`config.mk`:
```
export PLATFORM = sky130hd
export DESIGN_NAME = zynq_shell_top
export DESIGN_NICKNAME = d
export VERILOG_FILES = /design/src/hw/zynq_addr_pkg.sv /design/src/hw/zynq_csr_pkg.sv /design/src/hw/dram_req_if.sv /design/src/hw/host_addr_xlate.sv /design/src/hw/dram_addr_xlate.sv /design/src/hw/mem_profiler.sv /design/src/hw/csr_regs.sv /design/src/hw/zynq_shell_top.sv
export SDC_FILE = /design/constraint.sdc
export NUM_CORES = 1
export LEC_CHECK = 0
export BUFFER_PORTS_ARGS = -buffer_cell sky130_fd_sc_hd__buf_2
export CELL_PAD_IN_SITES_DETAIL_PLACEMENT = 1
export CELL_PAD_IN_SITES_GLOBAL_PLACEMENT = 2
export CORE_MARGIN = 8
export CORE_UTILIZATION = 39
export CTS_CLUSTER_SIZE = 16
export DETAILED_ROUTE_END_ITERATION = 8
export PLACE_DENSITY_LB_ADDON = 0.25
export SYNTH_ARGS = -nofsm -noshare
export SYNTH_HDL_FRONTEND = slang
export SYNTH_HIERARCHICAL = 1
export SYNTH_SLANG_ARGS = --single-unit
export TNS_END_PERCENT = 1
```
`constraint.sdc`:
```
create_clock -name aclk -period 4.9 [get_ports aclk]
set_input_delay 0.98 -clock aclk [delete_from_list [all_inputs] [get_ports aclk]]
set_output_delay 0.98 -clock aclk [all_outputs]
set_load 0.01 [all_outputs]
```
`src/hw/zynq_addr_pkg.sv`:
```
package zynq_addr_pkg;

   //////////////////////////////
   // address map widths
   //////////////////////////////

   // the GP1 port drops the top two bits of the PS physical address
   localparam int host_addr_width = 30;

   // core and PS physical addresses
   localparam int bp_addr_width = 32;

   // each host window spans 256 MB
   localparam int host_offset_width = 28;

   // core cached DRAM starts here, PS DRAM is reached by removing it
   localparam logic [bp_addr_width-1:0] dram_base_flip = 32'h8000_0000;

   //////////////////////////////
   // memory profiler regions
   //////////////////////////////

   // bits 29..23 of a core address pick one of 128 regions of 8 MB
   localparam int region_msb = 29;
   localparam int region_width = 7;

   //////////////////////////////
   // host address views
   //////////////////////////////

   // raw word as it arrives from GP1, or split into window and offset
   typedef union packed {
      logic [host_addr_width-1:0] raw;
      struct packed {
         logic                         window;
         logic                         spare;
         logic [host_offset_width-1:0] offset;
      } f;
   } host_addr_u;

endpackage

```
`src/hw/zynq_csr_pkg.sv`:
```
package zynq_csr_pkg;

   // word address and data width of the host register bank
   localparam int csr_addr_width = 3;
   localparam int csr_data_width = 32;

   //////////////////////////////
   // register map
   //////////////////////////////

   // bit 0 is the core reset level, low true
   localparam int csr_reset_idx = 0;

   // PS physical base of the DRAM carved out for the core
   localparam int csr_dram_base_idx = 1;

   // first of the read-only profiler words, higher indices read zero
   localparam int csr_prof_idx = 2;

   // profiler bitmap and the number of words it spans
   localparam int prof_width = 128;
   localparam int prof_words = 4;

endpackage

```
`src/hw/dram_req_if.sv`:
```
// one translated DRAM request between the two DRAM stages
interface dram_req_if;

   // single-cycle strobe, the rest is only meaningful while it is high
   logic                                   v;
   logic                                   we;
   // address as the core issued it
   logic [zynq_addr_pkg::bp_addr_width-1:0] bp_addr;
   // same request in PS DRAM space
   logic [zynq_addr_pkg::bp_addr_width-1:0] ps_addr;

   modport producer (
      output v, we, bp_addr, ps_addr
   );

   modport consumer (
      input v, we, bp_addr, ps_addr
   );

endinterface

```
`src/hw/host_addr_xlate.sv`:
```
module host_addr_xlate
  (input  logic                                    aclk
   , input  logic                                  rst_i
   , input  logic                                  host_v_i
   , input  zynq_addr_pkg::host_addr_u             host_addr_i
   , output logic                                  host_v_o
   , output logic [zynq_addr_pkg::bp_addr_width-1:0] host_addr_o
   );

   localparam int pad_width =
      zynq_addr_pkg::bp_addr_width - 1 - zynq_addr_pkg::host_offset_width;

   logic [zynq_addr_pkg::bp_addr_width-1:0] core_addr;

   // upper window (GP1 0x2000_0000) -> core local space at 0
   // lower window (GP1 0x0000_0000) -> core cached DRAM at 0x8000_0000
   assign core_addr = {~host_addr_i.f.window
                       , {pad_width{1'b0}}
                       , host_addr_i.f.offset};

   always_ff @(posedge aclk) begin
      if (rst_i) begin
         host_v_o <= 1'b0;
      end else begin
         host_v_o <= host_v_i;
      end
   end

   // address only moves with a request
   always_ff @(posedge aclk) begin
      if (host_v_i) begin
         host_addr_o <= core_addr;
      end
   end

endmodule

```
`src/hw/dram_addr_xlate.sv`:
```
module dram_addr_xlate
  (input  logic                                    aclk
   , input  logic                                  rst_i
   , input  logic                                  dram_v_i
   , input  logic                                  dram_we_i
   , input  logic [zynq_addr_pkg::bp_addr_width-1:0] dram_addr_i
   , input  logic [zynq_addr_pkg::bp_addr_width-1:0] dram_base_i
   , dram_req_if.producer                          req
   );

   logic [zynq_addr_pkg::bp_addr_width-1:0] ps_addr;

   //////////////////////////////
   // core DRAM -> PS DRAM
   //////////////////////////////

   // drop the core DRAM base bit, then offset into the buffer the PS
   // allocated for the core; the sum wraps at 4 GB
   assign ps_addr = (dram_addr_i ^ zynq_addr_pkg::dram_base_flip) + dram_base_i;

   always_ff @(posedge aclk) begin
      if (rst_i) begin
         req.v <= 1'b0;
      end else begin
         req.v <= dram_v_i;
      end
   end

   // keep the core address too, the profiler indexes by it
   always_ff @(posedge aclk) begin
      if (dram_v_i) begin
         req.we      <= dram_we_i;
         req.bp_addr <= dram_addr_i;
         req.ps_addr <= ps_addr;
      end
   end

endmodule

```
`src/hw/mem_profiler.sv`:
```
module mem_profiler
  (input  logic                                  aclk
   , input  logic                                core_reset_i
   , dram_req_if.consumer                        req
   , output logic [zynq_csr_pkg::prof_width-1:0] prof_o
   );

   logic [zynq_addr_pkg::region_width-1:0] region;

   //////////////////////////////
   // region touched map
   //////////////////////////////

   // reads and writes both count as a touch
   assign region = req.bp_addr[zynq_addr_pkg::region_msb -: zynq_addr_pkg::region_width];

   // held clear for as long as the core sits in reset, so each run
   // starts with an empty map
   always_ff @(posedge aclk) begin
      if (core_reset_i) begin
         prof_o <= '0;
      end else if (req.v) begin
         prof_o[region] <= 1'b1;
      end
   end

endmodule

```
`src/hw/csr_regs.sv`:
```
module csr_regs
  (input  logic                                      aclk
   , input  logic                                    rst_i
   , input  logic                                    csr_we_i
   , input  logic [zynq_csr_pkg::csr_addr_width-1:0] csr_addr_i
   , input  logic [zynq_csr_pkg::csr_data_width-1:0] csr_wdata_i
   , output logic [zynq_csr_pkg::csr_data_width-1:0] csr_rdata_o
   , input  logic [zynq_csr_pkg::prof_width-1:0]     prof_i
   , output logic                                    core_reset_o
   , output logic [zynq_csr_pkg::csr_data_width-1:0] dram_base_o
   );

   localparam int aw = zynq_csr_pkg::csr_addr_width;
   localparam int sel_width = $clog2(zynq_csr_pkg::prof_words);

   logic [zynq_csr_pkg::csr_data_width-1:0] reset_r;
   logic [zynq_csr_pkg::csr_data_width-1:0] dram_base_r;
   logic [zynq_csr_pkg::prof_words-1:0][zynq_csr_pkg::csr_data_width-1:0] prof_word;
   logic [aw-1:0]                           prof_off;
   logic [sel_width-1:0]                    prof_sel;

   //////////////////////////////
   // writable registers
   //////////////////////////////

   always_ff @(posedge aclk) begin
      if (rst_i) begin
         reset_r     <= '0;
         dram_base_r <= '0;
      end else if (csr_we_i) begin
         // profiler indices and the spare ones take no write
         if (csr_addr_i == aw'(zynq_csr_pkg::csr_reset_idx)) begin
            reset_r <= csr_wdata_i;
         end
         if (csr_addr_i == aw'(zynq_csr_pkg::csr_dram_base_idx)) begin
            dram_base_r <= csr_wdata_i;
         end
      end
   end

   // register bit is low true, the core is also held during shell reset
   assign core_reset_o = rst_i | ~reset_r[0];
   assign dram_base_o  = dram_base_r;

   //////////////////////////////
   // readback
   //////////////////////////////

   assign prof_word = prof_i;

   // indices below the profiler wrap to large offsets and fall out of range
   assign prof_off = csr_addr_i - aw'(zynq_csr_pkg::csr_prof_idx);
   assign prof_sel = prof_off[sel_width-1:0];

   always_comb begin
      csr_rdata_o = '0;
      if (csr_addr_i == aw'(zynq_csr_pkg::csr_reset_idx)) begin
         csr_rdata_o = reset_r;
      end else if (csr_addr_i == aw'(zynq_csr_pkg::csr_dram_base_idx)) begin
         csr_rdata_o = dram_base_r;
      end else if (prof_off < aw'(zynq_csr_pkg::prof_words)) begin
         csr_rdata_o = prof_word[prof_sel];
      end
   end

endmodule

```
`src/hw/zynq_shell_top.sv`:
```
module zynq_shell_top
  (input  logic                                        aclk
   , input  logic                                      rst_i

   // host (GP1) requests into the core
   , input  logic                                      host_v_i
   , input  logic [zynq_addr_pkg::host_addr_width-1:0] host_addr_i
   , output logic                                      host_v_o
   , output logic [zynq_addr_pkg::bp_addr_width-1:0]   host_addr_o

   // core DRAM requests out to the PS
   , input  logic                                      dram_v_i
   , input  logic                                      dram_we_i
   , input  logic [zynq_addr_pkg::bp_addr_width-1:0]   dram_addr_i
   , output logic                                      dram_v_o
   , output logic                                      dram_we_o
   , output logic [zynq_addr_pkg::bp_addr_width-1:0]   dram_addr_o

   // control/status registers
   , input  logic                                      csr_we_i
   , input  logic [zynq_csr_pkg::csr_addr_width-1:0]   csr_addr_i
   , input  logic [zynq_csr_pkg::csr_data_width-1:0]   csr_wdata_i
   , output logic [zynq_csr_pkg::csr_data_width-1:0]   csr_rdata_o
   , output logic                                      core_reset_o
   );

   zynq_addr_pkg::host_addr_u                  host_addr_li;
   logic [zynq_csr_pkg::csr_data_width-1:0]    dram_base_lo;
   logic [zynq_csr_pkg::prof_width-1:0]        prof_lo;

   dram_req_if dram_req ();

   assign host_addr_li.raw = host_addr_i;

   //////////////////////////////
   // host window path
   //////////////////////////////

   host_addr_xlate u_host_addr_xlate
     (.aclk         (aclk)
      ,.rst_i       (rst_i)
      ,.host_v_i    (host_v_i)
      ,.host_addr_i (host_addr_li)
      ,.host_v_o    (host_v_o)
      ,.host_addr_o (host_addr_o)
      );

   //////////////////////////////
   // DRAM path
   //////////////////////////////

   dram_addr_xlate u_dram_addr_xlate
     (.aclk         (aclk)
      ,.rst_i       (rst_i)
      ,.dram_v_i    (dram_v_i)
      ,.dram_we_i   (dram_we_i)
      ,.dram_addr_i (dram_addr_i)
      ,.dram_base_i (dram_base_lo)
      ,.req         (dram_req.producer)
      );

   // PS side sees the translated request straight from the first stage
   assign dram_v_o    = dram_req.v;
   assign dram_we_o   = dram_req.we;
   assign dram_addr_o = dram_req.ps_addr;

   mem_profiler u_mem_profiler
     (.aclk          (aclk)
      ,.core_reset_i (core_reset_o)
      ,.req          (dram_req.consumer)
      ,.prof_o       (prof_lo)
      );

   //////////////////////////////
   // register bank
   //////////////////////////////

   csr_regs u_csr_regs
     (.aclk          (aclk)
      ,.rst_i        (rst_i)
      ,.csr_we_i     (csr_we_i)
      ,.csr_addr_i   (csr_addr_i)
      ,.csr_wdata_i  (csr_wdata_i)
      ,.csr_rdata_o  (csr_rdata_o)
      ,.prof_i       (prof_lo)
      ,.core_reset_o (core_reset_o)
      ,.dram_base_o  (dram_base_lo)
      );

endmodule

```
==> implementation parameters <==
Parameter                              Value

Synthesis
  Synth Warn #    6
  Post-synthesis area per instance    between 9 and 10 um2
  Cells after Synth    1269
  Netlist area before placement    0.0123 mm2

Clock network
  Buffers inserted during post-CTS setup optimization    0
  Post-CTS Hold Buffers    0
  TritonCTS clock tree    yes
  Depth of the CTS H-tree    1
  Worst skew pair latency    560 ps
  Clk buf depth    3
  Post-CTS Resized    0
  Root buffer cell    sky130_fd_sc_hd__clkbuf_16
  Num CTS Buffers    30
  Clock-pin slew on the worst setup and hold paths    60 ps
  Clock Sink Count    263

Global route
  Overflow left after global routing    0
  Wire length of the first global-routing pass    61.1 mm
  Total routing usage reported by global routing    0.203
  Vias in the first global route    approximately 10k
  Pin count of the biggest net entering global routing    71
  Initial antenna violation count    1

Final layout
  Count of nets after finishing    1547
  Most frequent standard cell in the layout excluding fill and tap cells    sky130_fd_sc_hd__a21oi_1
  Layout Cells excl Fill    approximately 1.8k
  Most used cells in the layout excluding fill and tap cells    sky130_fd_sc_hd__a21oi_1, sky130_fd_sc_hd__buf_2, sky130_fd_sc_hd__dfxtp_1, sky130_fd_sc_hd__nand2_1, sky130_fd_sc_hd__nor2_1
  Utilization of the core after routing    0.455
  Layout cells sized above 1    0.244
  Layout area overhead    15.8%

Power and ir drop
  Maximum vdd ir drop    0.273 mV
  LEAKAGE    about 5.3 nW
  PwrDens    343 mW/mm2

Route
  Via total after detailed routing    slightly above 10k
  Detailed-route wire length    39.4 mm
  Drt first-iter violations    617
  Wirelength per Cell    21.5 um
  Number of remaining DRC errors    0
  First-pass detailed-route iteration total    5
  Remaining antenna violation count    0
  Routed via count divided by cell count    5.50

Timing
  Time the worst path needs with I/O delays and setup    3940 ps
  Final setup fails    0
  Slew headroom    0.332
  Tightest hold margin    452 ps
  Number of failing hold endpoints at the final stage    0
  Worst setup skew after layout    13.2 ps
  Total negative slack    0 ps
  Least-Margin Pin Slew    around 1000 ps
  Post-route fraction of the period consumed by the critical path    0.805
  Setup repair after global routing missed its margin    false
  Max Transition Viols Final    0
  Max Clk Rate    254 MHz

Status
  Status    finished clean

Die
  Die Span X    194 um
  Overall die height    194 um
  Top-level I/O count    203
  Std cell rows    65
  Starting density of the core    0.393
  Floorplan core area    between 0.03 and 0.04 mm2
  Floorplan die area    0.0375 mm2

Setup path
  Worst r2r path cells    8
  R2r startpoint    u_csr_regs/dram_base_o[0]
  CP Launch Type    input port
  Reg-to-reg endpoint    u_dram_addr_xlate/req.ps_addr[30]
  Critical path endpoint category    primary output
  Timing endpoint of the critical path    csr_rdata_o[20]
  Critical path class    input port to primary output
  Start point of the critical path    csr_addr_i[1]
  Maximum fanout encountered on the critical timing path    25
  Endpoint required time on the critical path    3920 ps
  Data arrival at the endpoint of the critical path    2960 ps
  Setup slack of the worst register-to-register path    2120 ps

Placement
  Final RePlAce weighted congestion    0.861
  Placed Cells incl. Taps    between 1.5k and 2k
  IO Port Bufs    between 150 and 200
  Post-detailed-placement half-perimeter wirelength    28.1 mm

Run
  Maximum capacitance violations    0

Worst hold path
  Path class of the lowest-slack min-delay path    flop to flop
  Worst hold start    u_csr_regs/reset_r[5]
[registers in the layout, summed over array words and instances, names as in the netlist, 7 cells and up]
name / cells
u_csr_regs/dram_base_o: 32
u_csr_regs/reset_r: 32
u_dram_addr_xlate/req.bp_addr: 7
u_dram_addr_xlate/req.ps_addr: 32
u_host_addr_xlate/host_addr_o: 29
u_mem_profiler/prof_o: 128
[report_power, final]
group          switching, mW  total [mW]  internal (mW)
logic                  0.265       0.416          0.151
registers             0.0460        2.34           2.29
clock network          0.867        2.13           1.26
[metal layers]
layer | wire, um | vias up | part of all wire | track usage
met2 | 18300 | 222 | 0.47 | 0.336
met4 | 547 | 0 | 0.014 | 0.0393
li1 | - | 4855 | - | -
met5 | 0 | - | 0 | 0
met3 | 1890 | 39 | 0.048 | 0.0309
met1 | 18600 | 4980 | 0.47 | 0.279
[worst max-delay path: stages]
cell,delay (ps)
sky130_fd_sc_hd__buf_2,500
sky130_fd_sc_hd__buf_4,400
sky130_fd_sc_hd__mux2_2,380
sky130_fd_sc_hd__a22oi_1,330
sky130_fd_sc_hd__o221ai_1,190
sky130_fd_sc_hd__buf_2,170
[how the worst min path moves through the flow]
stage                                     end  slack, ps  depth (start not counted)
floorplan           u_mem_profiler/prof_o[39]        430                          2
detailed placement      u_csr_regs/reset_r[5]        450                          2
global placement        u_csr_regs/reset_r[4]        440                          2
global route            u_csr_regs/reset_r[5]        470                          2
finish                  u_csr_regs/reset_r[5]        450                          2
CTS                     u_csr_regs/reset_r[5]        450                          2
[final cells by class]
cell class | count | area [um2]
sequential | 263 | 5960
antenna | 1 | 2.50
fill | 3616 | 17100
timing repair buffer | 215 | 1130
tap | 402 | 503
inverter | 10 | 37.5
clock buffer | 49 | 912
multi-input combinational | 892 | 5680
clock inverter | 3 | 18.8
[through the flow]
| step | instance area [um2] | worst slack, ps | power [mW] |
|---|---|---|---|
| after global placement | 13300 | 1000 | 2.79 |
| after floorplan | 12300 | 1820 | 2.62 |
| final | 14200 | 956 | 4.88 |
| after detailed placement | 13300 | 961 | 2.80 |
| after global routing | 14200 | 892 | 5.06 |
| after CTS | 14200 | 961 | 4.94 |
Power figures use the tool's default switching activity.
